$ cat config.mk
export PLATFORM = sky130hd
export DESIGN_NAME = datapath_top
export DESIGN_NICKNAME = d
export VERILOG_FILES = /design/src/logic/alu_pkg.sv /design/src/logic/cpu_defs_pkg.sv /design/src/logic/bus_if.sv /design/src/logic/alu_stage.sv /design/src/logic/bus_driver.sv /design/src/logic/datapath_top.sv /design/src/logic/gpr_file.sv /design/src/logic/ir_decode.sv
export SDC_FILE = /design/constraint.sdc
export NUM_CORES = 2
export LEC_CHECK = 0
export BUFFER_PORTS_ARGS = -buffer_cell sky130_fd_sc_hd__buf_2
export CAP_MARGIN = 20
export CORE_MARGIN = 8
export CORE_UTILIZATION = 50
export CTS_BUF_LIST = sky130_fd_sc_hd__clkbuf_8 sky130_fd_sc_hd__clkbuf_16
export DETAILED_ROUTE_END_ITERATION = 7
export GPL_ROUTABILITY_DRIVEN = 0
export PLACE_DENSITY = 0.68
export SYNTH_ARGS = -nofsm -noshare
export SYNTH_HDL_FRONTEND = slang
export SYNTH_HIERARCHICAL = 1
export SYNTH_SLANG_ARGS = --single-unit
export TNS_END_PERCENT = 1
$ cat constraint.sdc
create_clock -name clk -period 17.8 [get_ports clk]
set_input_delay 1.78 -clock clk [delete_from_list [all_inputs] [get_ports clk]]
set_output_delay 1.78 -clock clk [all_outputs]
set_load 0.05 [all_outputs]
$ cat src/logic/alu_pkg.sv
`default_nettype none

package alu_pkg;

    // Size of Z, holds the full product
    localparam int dword_width = 64;

    // Encodings follow the ISA instruction opcodes
    typedef enum logic [4:0] {
        op_add = 5'b00011,
        op_sub = 5'b00100,
        op_and = 5'b00101,
        op_or  = 5'b00110,
        op_shr = 5'b01001,
        op_shl = 5'b01011,
        op_mul = 5'b10000,
        op_neg = 5'b10001,
        op_not = 5'b10010
    } alu_op_t;

endpackage

`default_nettype wire

$ cat src/logic/cpu_defs_pkg.sv
`default_nettype none

package cpu_defs_pkg;

    localparam int word_width      = 32;
    localparam int gpr_count       = 16;
    localparam int gpr_index_width = 4;

    // Instruction register field positions
    localparam int opcode_msb = 31;
    localparam int opcode_lsb = 27;
    localparam int ra_msb     = 26;
    localparam int ra_lsb     = 23;
    localparam int rb_msb     = 22;
    localparam int rb_lsb     = 19;
    localparam int rc_msb     = 18;
    localparam int rc_lsb     = 15;
    localparam int imm_msb    = 18;
    localparam int imm_width  = 19;

    typedef logic [word_width-1:0] word_t;

    // Bus source codes, higher code wins when several drive
    typedef enum logic [4:0] {
        src_r0 = 5'd0, src_r1, src_r2, src_r3,
        src_r4, src_r5, src_r6, src_r7,
        src_r8, src_r9, src_r10, src_r11,
        src_r12, src_r13, src_r14, src_r15,
        src_hi      = 5'd16,
        src_lo      = 5'd17,
        src_zhigh   = 5'd18,
        src_zlow    = 5'd19,
        src_in_port = 5'd20,
        src_imm     = 5'd21,
        src_none    = 5'd31
    } bus_src_t;

endpackage

`default_nettype wire

$ cat src/logic/bus_if.sv
`default_nettype none

interface bus_if
    import cpu_defs_pkg::*;
();

    word_t                      bus;
    word_t                      gpr_data;
    logic [gpr_index_width-1:0] gpr_index;
    logic                       gpr_load;
    logic                       gpr_drive;

    modport driver (
        output bus,
        input  gpr_data,
        input  gpr_index,
        input  gpr_drive
    );

    modport file (
        input  bus,
        input  gpr_index,
        input  gpr_load,
        output gpr_data
    );

    modport decode (
        output gpr_index,
        output gpr_load,
        output gpr_drive
    );

endinterface

`default_nettype wire

$ cat src/logic/alu_stage.sv
`default_nettype none

module alu_stage
    import cpu_defs_pkg::*;
    import alu_pkg::*;
(
    input  wire logic    clk,
    input  wire logic    arst_n,
    input  wire logic    y_in,
    input  wire logic    z_in,
    input  wire logic    hi_in,
    input  wire logic    lo_in,
    input  wire alu_op_t opcode,
    input  wire word_t   bus_word,
    output word_t        hi,
    output word_t        lo,
    output word_t        zhigh,
    output word_t        zlow
);

    word_t                  y_q;
    logic [dword_width-1:0] z_q;
    logic [dword_width-1:0] result;

    always_ff @(posedge clk or negedge arst_n) begin
        if (!arst_n) begin
            y_q <= '0;
        end else if (y_in) begin
            y_q <= bus_word;
        end
    end

    // Y is the A operand, bus is B
    always_comb begin
        result = '0;
        case (opcode)
            op_add: result[word_width-1:0] = y_q + bus_word;
            op_sub: result[word_width-1:0] = y_q - bus_word;
            op_and: result[word_width-1:0] = y_q & bus_word;
            op_or:  result[word_width-1:0] = y_q | bus_word;
            op_shr: result[word_width-1:0] = y_q >> bus_word[4:0];
            op_shl: result[word_width-1:0] = y_q << bus_word[4:0];
            op_neg: result[word_width-1:0] = -bus_word;
            op_not: result[word_width-1:0] = ~bus_word;
            // Signed operands widen to 64 bits before the multiply
            op_mul: result = $signed(y_q) * $signed(bus_word);
            default: result = '0;
        endcase
    end

    always_ff @(posedge clk or negedge arst_n) begin
        if (!arst_n) begin
            z_q <= '0;
        end else if (z_in) begin
            z_q <= result;
        end
    end

    always_ff @(posedge clk or negedge arst_n) begin
        if (!arst_n) begin
            hi <= '0;
            lo <= '0;
        end else begin
            if (hi_in) begin
                hi <= bus_word;
            end
            if (lo_in) begin
                lo <= bus_word;
            end
        end
    end

    assign zhigh = z_q[dword_width-1:word_width];
    assign zlow  = z_q[word_width-1:0];

endmodule

`default_nettype wire

$ cat src/logic/bus_driver.sv
`default_nettype none

module bus_driver
    import cpu_defs_pkg::*;
(
    bus_if.driver      regs,
    input  wire word_t hi,
    input  wire word_t lo,
    input  wire word_t zhigh,
    input  wire word_t zlow,
    input  wire word_t in_word,
    input  wire word_t imm,
    input  wire logic  hi_out,
    input  wire logic  lo_out,
    input  wire logic  zhigh_out,
    input  wire logic  zlow_out,
    input  wire logic  in_port_out,
    input  wire logic  c_out
);

    bus_src_t src;

    // Descending priority encoder over the drive strobes
    always_comb begin
        src = src_none;
        if (c_out) begin
            src = src_imm;
        end else if (in_port_out) begin
            src = src_in_port;
        end else if (zlow_out) begin
            src = src_zlow;
        end else if (zhigh_out) begin
            src = src_zhigh;
        end else if (lo_out) begin
            src = src_lo;
        end else if (hi_out) begin
            src = src_hi;
        end else if (regs.gpr_drive) begin
            src = bus_src_t'({1'b0, regs.gpr_index});
        end
    end

    // Bus mux
    always_comb begin
        if (src <= src_r15) begin
            // Register file already presents the indexed word
            regs.bus = regs.gpr_data;
        end else begin
            case (src)
                src_hi:      regs.bus = hi;
                src_lo:      regs.bus = lo;
                src_zhigh:   regs.bus = zhigh;
                src_zlow:    regs.bus = zlow;
                src_in_port: regs.bus = in_word;
                src_imm:     regs.bus = imm;
                default:     regs.bus = '0;
            endcase
        end
    end

endmodule

`default_nettype wire

$ cat src/logic/datapath_top.sv
`default_nettype none

module datapath_top
    import cpu_defs_pkg::*;
    import alu_pkg::*;
(
    input  wire logic    clk,
    input  wire logic    arst_n,
    input  wire logic    ir_in,
    input  wire logic    y_in,
    input  wire logic    z_in,
    input  wire logic    hi_in,
    input  wire logic    lo_in,
    input  wire logic    out_port_in,
    input  wire logic    gra,
    input  wire logic    grb,
    input  wire logic    grc,
    input  wire logic    r_in,
    input  wire logic    r_out,
    input  wire logic    ba_out,
    input  wire logic    hi_out,
    input  wire logic    lo_out,
    input  wire logic    zhigh_out,
    input  wire logic    zlow_out,
    input  wire logic    in_port_out,
    input  wire logic    c_out,
    input  wire alu_op_t opcode,
    input  wire word_t   in_data,
    output word_t        bus_value,
    output word_t        out_port
);

    word_t hi;
    word_t lo;
    word_t zhigh;
    word_t zlow;
    word_t imm;
    word_t in_port_q;

    bus_if bus_inst ();

    ir_decode ir_decode_inst (
        .clk      (clk),
        .arst_n   (arst_n),
        .ir_in    (ir_in),
        .gra      (gra),
        .grb      (grb),
        .grc      (grc),
        .r_in     (r_in),
        .r_out    (r_out),
        .bus_word (bus_inst.bus),
        .regs     (bus_inst.decode),
        .imm      (imm)
    );

    bus_driver bus_driver_inst (
        .regs        (bus_inst.driver),
        .hi          (hi),
        .lo          (lo),
        .zhigh       (zhigh),
        .zlow        (zlow),
        .in_word     (in_port_q),
        .imm         (imm),
        .hi_out      (hi_out),
        .lo_out      (lo_out),
        .zhigh_out   (zhigh_out),
        .zlow_out    (zlow_out),
        .in_port_out (in_port_out),
        .c_out       (c_out)
    );

    gpr_file gpr_file_inst (
        .clk    (clk),
        .arst_n (arst_n),
        .ba_out (ba_out),
        .regs   (bus_inst.file)
    );

    alu_stage alu_stage_inst (
        .clk      (clk),
        .arst_n   (arst_n),
        .y_in     (y_in),
        .z_in     (z_in),
        .hi_in    (hi_in),
        .lo_in    (lo_in),
        .opcode   (opcode),
        .bus_word (bus_inst.bus),
        .hi       (hi),
        .lo       (lo),
        .zhigh    (zhigh),
        .zlow     (zlow)
    );

    // Input port has no enable, samples every edge
    always_ff @(posedge clk or negedge arst_n) begin
        if (!arst_n) begin
            in_port_q <= '0;
        end else begin
            in_port_q <= in_data;
        end
    end

    always_ff @(posedge clk or negedge arst_n) begin
        if (!arst_n) begin
            out_port <= '0;
        end else if (out_port_in) begin
            out_port <= bus_inst.bus;
        end
    end

    assign bus_value = bus_inst.bus;

endmodule

`default_nettype wire

$ cat src/logic/gpr_file.sv
`default_nettype none

module gpr_file
    import cpu_defs_pkg::*;
(
    input  wire logic clk,
    input  wire logic arst_n,
    input  wire logic ba_out,
    bus_if.file       regs
);

    word_t gpr [gpr_count];
    logic  r0_masked;

    always_ff @(posedge clk or negedge arst_n) begin
        if (!arst_n) begin
            for (int i = 0; i < gpr_count; i++) begin
                gpr[i] <= '0;
            end
        end else if (regs.gpr_load) begin
            gpr[regs.gpr_index] <= regs.bus;
        end
    end

    // R0 reads as zero for base-address use
    assign r0_masked = ba_out && (regs.gpr_index == '0);

    assign regs.gpr_data = r0_masked ? '0 : gpr[regs.gpr_index];

endmodule

`default_nettype wire

$ cat src/logic/ir_decode.sv
`default_nettype none

module ir_decode
    import cpu_defs_pkg::*;
(
    input  wire logic   clk,
    input  wire logic   arst_n,
    input  wire logic   ir_in,
    input  wire logic   gra,
    input  wire logic   grb,
    input  wire logic   grc,
    input  wire logic   r_in,
    input  wire logic   r_out,
    input  wire word_t  bus_word,
    bus_if.decode       regs,
    output word_t       imm
);

    word_t ir;
    logic  sel_valid;

    always_ff @(posedge clk or negedge arst_n) begin
        if (!arst_n) begin
            ir <= '0;
        end else if (ir_in) begin
            ir <= bus_word;
        end
    end

    // Field select, gra over grb over grc
    always_comb begin
        regs.gpr_index = '0;
        if (gra) begin
            regs.gpr_index = ir[ra_msb:ra_lsb];
        end else if (grb) begin
            regs.gpr_index = ir[rb_msb:rb_lsb];
        end else if (grc) begin
            regs.gpr_index = ir[rc_msb:rc_lsb];
        end
    end

    assign sel_valid = gra | grb | grc;

    assign regs.gpr_load  = r_in & sel_valid;
    assign regs.gpr_drive = r_out & sel_valid;

    // C constant, sign extended to a full word
    assign imm = {{(word_width - imm_width){ir[imm_msb]}}, ir[imm_msb -: imm_width]};

endmodule

`default_nettype wire

==> Word-level counts from Yosys, hierarchy flattened <==
Cells that the tools add are included.
{ "classes": {"n_bitwise": 8, "n_eq_ne": 15, "n_addsub": 3, "mux": 21, "reduce_logical": 3, "n_mul": 1, "shift": 2, "div": 0, "order_cmp": 3} }
{ "op_table": {"columns": ["operator", "n"], "rows": [
  ["512-bit bitwise mux", 1],
  ["32-bit one-hot mux with 9 select lines", 1],
  ["32-bit 2-to-1 mux", 6],
  ["32-bit one-hot mux with 6 select lines", 1],
  ["32-bit binary-select mux with 4-bit select", 1],
  ["32-bit demux with 4-bit select", 1],
  ["32-bit by 32-bit multiplier with 64-bit output", 1],
  ["5-bit == test, second input constant", 9],
  ["5-bit 2-to-1 mux", 7],
  ["32-bit adder", 1],
  ["32-bit bitwise AND", 1],
  ["32-bit negator", 1],
  ["32-bit inverter", 1],
  ["32-bit bitwise OR", 1],
  ["32-bit by 5-bit << shifter with 32-bit output", 1],
  ["32-bit by 5-bit right shift with 32-bit output", 1],
  ["32-bit subtractor", 1],
  ["5-bit by 3-bit == test with 1-bit output, second input constant", 3],
  ["4-bit 2-to-1 mux", 3],
  ["5-bit by 4-bit == test with 1-bit output, second input constant", 2],
  ["5-bit by 2-bit == test with 1-bit output, second input constant", 1],
  ["5-bit >= comparator, second input constant", 1],
  ["5-bit by 4-bit <= comparator with 1-bit output, second input constant", 1],
  ["5-bit by 1-bit less-than comparator with 1-bit output, second input constant", 1],
  ["5 further kinds", 8]
]} }
{ "totals": {"latch_bits": 0, "ram_bits": 0, "n_memories": 0, "in_bits": 57, "wordCells": 79, "output_inout_bits": 64, "romBits": 0, "reg_bits": 763} }

==> Longest topological paths before layout <==
{ "depth": {"depth_word": 15, "depth_mapped": 46, "mapped_depth_nobuf": 37} }

==> Modules after synthesis <==
Netlist, hierarchy kept.
{ "by_module_without_submodules": {"columns": ["mod", "seq_area_each_um2", "instances", "cells_each", "area_each_um2"], "rows": [
  ["alu_stage", 4003.8, 1, 5451, 48671.7],
  ["gpr_file", 12812.3, 1, 1520, 23221.0],
  ["datapath_top", 1601.5, 1, 100, 2145.8],
  ["bus_driver", 0.0, 1, 310, 1889.3],
  ["ir_decode", 675.6, 1, 109, 1465.2]
]} }

==> Worst setup path before layout <==
No wires, ideal clock.
{ "synth_timing": {"kind": "input to register", "start": "in gra", "end": "reg alu_stage_inst.z_q[63]", "path_stages": 41, "setup_slack_ns": 4.733, "path_buffers": 10, "required_ns": 17.669, "arrival_time_ns": 12.936, "setup_ns": 0.131, "cell_sequence": "clkbuf_2 > nor2b_1 > a21oi_1 > buf_2 > buf_2 > clkbuf_1 > mux4_2 > a32oi_1 > o31ai_1 > nor2_1 > a21oi_1 > clkbuf_1 > clkbuf_1 > buf_1 > clkbuf_1 > clkbuf_1 > nand2_1 > inv_1 > (+5 left out) > fa_1 > inv_1 > fa_1 > inv_1 > fa_1 > inv_1 > fa_1 > ha_1 > clkbuf_1 > nand2_1 > nor3_1 > and3_1 > nand3_1 > o2111a_1 > nor4_2 > a21oi_1 > xnor2_1 > o2bb2ai_1"} }
{ "synth_between": {"elab_cells_between_ends": 29, "classes_between": "mul: 1; order compare: 1; eq/ne: 6; mux: 15; bitwise: 4; reduce/logical: 2"} }
{ "synth_lines": {"columns": ["element", "line", "rtl"], "rows": [
  ["start, declared", "datapath_top.sv:15", "input wire logic gra,"],
  ["4-bit 2-to-1 mux (*)", "ir_decode.sv:33", "if (gra) begin"],
  ["named net bus_inst.gpr_index[1]", "bus_if.sv:9", "logic [gpr_index_width-1:0] gpr_index;"],
  ["4-bit inverter with 5-bit output (implied by the code)", "gpr_file.sv:28", "assign regs.gpr_data = r0_masked ? '0 : gpr[regs.gpr_index];"],
  ["32-bit binary-select mux with 4-bit select", "gpr_file.sv:28", null],
  ["32-bit 2-to-1 mux (implied by the code) (2 in a row)", "gpr_file.sv:28", null],
  ["32-bit 2-to-1 mux (*)", "gpr_file.sv:28", null],
  ["named net bus_inst.gpr_data[2]", "bus_if.sv:8", "word_t gpr_data;"],
  ["32-bit 2-to-1 mux (*)", "bus_driver.sv:45", "if (src <= src_r15) begin"],
  ["named net bus_value[2]", "datapath_top.sv:29", "output word_t bus_value,"],
  ["32-bit by 32-bit multiplier with 64-bit output (*)", "alu_stage.sv:46", "op_mul: result = $signed(y_q) * $signed(bus_word);"],
  ["32-bit 2-to-1 mux (*)", "alu_stage.sv:36", "case (opcode)"],
  ["end signal, assigned", "alu_stage.sv:55", "z_q <= result;"],
  ["end, declared", "alu_stage.sv:22", "logic [dword_width-1:0] z_q;"]
]} }
Mark *: on every way through the listed nets, which the timed path passes. The rest lies on a longest branch. The select of a mux whose other input is x is not followed.
A chain may end at the register's enable or synchronous reset.

==> Final worst setup path <==
{ "layout_timing": {"start": "in grb", "end": "reg alu_stage_inst.z_q[35]"} }
{ "layout_between": {"elab_cells_between_ends": 30, "classes_between": "mul: 1; order compare: 1; eq/ne: 6; mux: 16; bitwise: 4; reduce/logical: 2"} }
{ "layout_lines": {"columns": ["element", "line", "rtl"], "rows": [
  ["start, declared", "datapath_top.sv:16", "input wire logic grb,"],
  ["4-bit 2-to-1 mux (*)", "ir_decode.sv:35", "end else if (grb) begin"],
  ["4-bit 2-to-1 mux (*)", "ir_decode.sv:33", null],
  ["named net bus_inst.gpr_index[2]", "bus_if.sv:9", null],
  ["4-bit inverter with 5-bit output (implied by the code)", "gpr_file.sv:28", null],
  ["32-bit binary-select mux with 4-bit select", "gpr_file.sv:28", null],
  ["32-bit 2-to-1 mux (implied by the code) (2 in a row)", "gpr_file.sv:28", null],
  ["32-bit 2-to-1 mux (*)", "gpr_file.sv:28", null],
  ["named net bus_inst.gpr_data[12]", "bus_if.sv:8", null],
  ["32-bit 2-to-1 mux (*)", "bus_driver.sv:45", null],
  ["32-bit by 32-bit multiplier with 64-bit output (*)", "alu_stage.sv:46", null],
  ["32-bit 2-to-1 mux (*)", "alu_stage.sv:36", null]
]} }
Marked as above.

==> results.cfg <==
[yosys]
yosysTopAreaCell = fa_1
synth_nets = 8912
synth_warnings = 6
synth.yosys.seq_area_share_pct = 24.7
synth.area.top_cells = fa_1 (28%), dfrtp_1 (25%), mux2_2 (7.9%)
synth_edf_count = 0
synth.cell_area_sq_um = 77400
avgSynthCellArea_sq_um = 10.3
synth_top_area_share_pct = 28.0
yosys_most_used_dff = dfrtp_1
ys_ff_latch = 763
synth_cells = 7490
netlist-cell-type-count = 92
synth_async_sr_flop_share_pct = 100

[timing]
worst_pin_slew_ps = 1270
timing.fmax_mhz = 76.7
setup-violations-final = 0
hold_violations = 0
rsz0062_at_grt = false
final.setup_skew_ps = 84.7
hold_ws_ps = 483
period_needed_ps = 13040
slew_headroom_pct = 14.9
slew_viol_final = 0
finalCritPeriodShare_pct = 73.2
setup-tns-final_ps = 0

[placement]
hpwl_um = 189000
io_buffers = 120

[cts]
clk_pin_slew_ps = 80
cts_buffers = 80
post_cts_buffers = 0
clock_latency_ps = 730
cts_tree = yes
clock_path_buffers = 3
ctsHoldBuffers = 0
post_cts_resize_count = 0
h-tree-depth = 3
cts-root-buf = clkbuf_16
cts_sinks = 763

[floorplan]
num_rows = 144
die_h_um = 409
start_util_pct = 50.3
core-area_sq_um = 154000
dieArea_sq_um = 168000
die_w_um = 409
pin_count = 121

[global_route]
grt_max_degree = 161
grt_pass1_vias = 62100
overflow = 0
grt.total_usage_pct = 31.4
antenna_found_initial = 21
grt_pass1_wl_um = 400000

[route]
ant_nets = 0
viasPerCell = 6.33
drt_wl_total_um = 266000
vias = 59800
wl_per_cell_um = 28.2
drt-pass1-iter-count = 8
drc = 0
drtIter0Drc = 7010

[finish]
fill_cells = 13300
area_growth_pct = 6.96
utilization_pct = 53.8
layout-drive-gt1-share_pct = 16.4
nNetsFinal = 8747

[critical_path]
reg2reg_from = ir_decode_inst/ir[16]
required_ps = 18470
endpoint_kind = flip-flop
path_class = in -> reg
r2r_setup_slack_ps = 5560
slowest_delay_ps = 970
critPathLaunchType = input port
r2r_end = alu_stage_inst/z_q[63]
slowest_stage = nor3_1
cp.arrival_ps = 13710
crit_fanout = 27
critical_path.most_common_cell = fa_1
reg2regPathDepth = 34

[worst_hold_path]
worstHoldEndpoint = gpr_file_inst/gpr[263]
min_from = gpr_file_inst/gpr[263]
hold_path.class = reg -> reg
whs_path_depth = 1

[status]
outcome = finished clean

[flow_run]
maxCapViolCount = 0
## metrics by stage
| stage | setup slack [ps] | std cells | area, sq um |
|---|---|---|---|
| finish | 4760 | 9445 | 82800 |
| global route | 4280 | 9431 | 82700 |
| global placement | 4730 | 9283 | 80000 |
| detailed placement | 4420 | 9285 | 80000 |
| floorplan | 4730 | 7490 | 77400 |
| CTS | 5130 | 9428 | 82700 |
## area by class of cell
type / count / area, sq um / area share [%]
antenna: 15 / 37.5 / 0.0453
timing repair buffer: 314 / 2170 / 2.62
sequential: 763 / 19100 / 23.1
tap: 2044 / 2560 / 3.09
multi-input combinational: 5099 / 52200 / 63.1
clock buffer: 95 / 2210 / 2.67
clock inverter: 48 / 503 / 0.608
inverter: 1067 / 4010 / 4.84
## worst max-delay path: cells and delay by family
kind / cells / cell delay, ps
xor gates and xnor gates: 1 / 180
AOI/OAI and AO/OA: 10 / 4110
and+or+nand+nor: 6 / 2420
buffers and inverters: 6 / 1220
adders and majority gates: 9 / 3900
## cells in the final DEF, fill, tap and decap left out, types with 41 or more instances in the layout
cell type,count
a21oi_1,251
nor3_1,41
o21ai_0,172
nor2_1,723
ha_1,281
a21o_1,68
mux4_2,98
buf_2,119
mux2_4,50
clkbuf_16,80
mux2i_1,173
xnor2_1,78
nand2_1,631
mux2_1,48
a221oi_1,63
fa_1,1084
o31ai_1,46
o2bb2ai_1,49
mux2_2,543
dfrtp_1,763
a22o_1,66
inv_1,1052
buf_4,186
## Yosys cell counts (all sizes together) (38+ instances only)
cell type,number
mux2i,173
fa,1084
inv,1044
a221oi,63
a21o,68
xnor2,78
nand2,632
ha,281
nand3,38
a21oi,266
nor3,48
mux4,98
buf,197
xor2,39
o2bb2ai,49
nor2,728
clkbuf,364
dfrtp,763
o21ai,176
mux2,641
o31ai,46
a22o,66
## state kept, by name, indices dropped and copies added, names as in the netlist
register and count:
gpr_file_inst/gpr 512, alu_stage_inst/z_q 64, alu_stage_inst/hi 32, alu_stage_inst/lo 32
alu_stage_inst/y_q 32, in_port_q 32, out_port 32, ir_decode_inst/ir 27
## cells by family (layout without fill, tap and decap cells)
group / after synthesis / after routing / share of synthesized area (%)
simple gates: 1631 / 1631 / 8.82
fa+ha+maj: 1365 / 1365 / 32.6
other cells: 0 / 15 / 0
flops: 763 / 763 / 24.7
mux: 912 / 912 / 14.7
compound gates: 1074 / 1074 / 9.56
buf+inv: 1628 / 1524 / 8.39
xor+xnor: 117 / 117 / 1.32
## metal layers
metal / vias up / global-route usage [%] / share of wire, %
met5: - / 0 / 0.028
met4: 10 / 17.3 / 7.0
met3: 1012 / 9.63 / 13
met2: 3891 / 47.5 / 44
met1: 30700 / 40.3 / 36
li1: 24200 / - / -
## worst max path at each step
stage | from | to | cells after the start
after floorplan | gra | alu_stage_inst/z_q[63] | 41
after global placement | grb | alu_stage_inst/z_q[63] | 35
after detailed placement | grb | alu_stage_inst/z_q[63] | 35
after CTS | grb | alu_stage_inst/z_q[63] | 35
after global routing | grb | alu_stage_inst/z_q[63] | 35
final | grb | alu_stage_inst/z_q[35] | 32
Power is not shown: default switching activity piles up to over one toggle a cycle in this logic, so the estimate is an artifact.
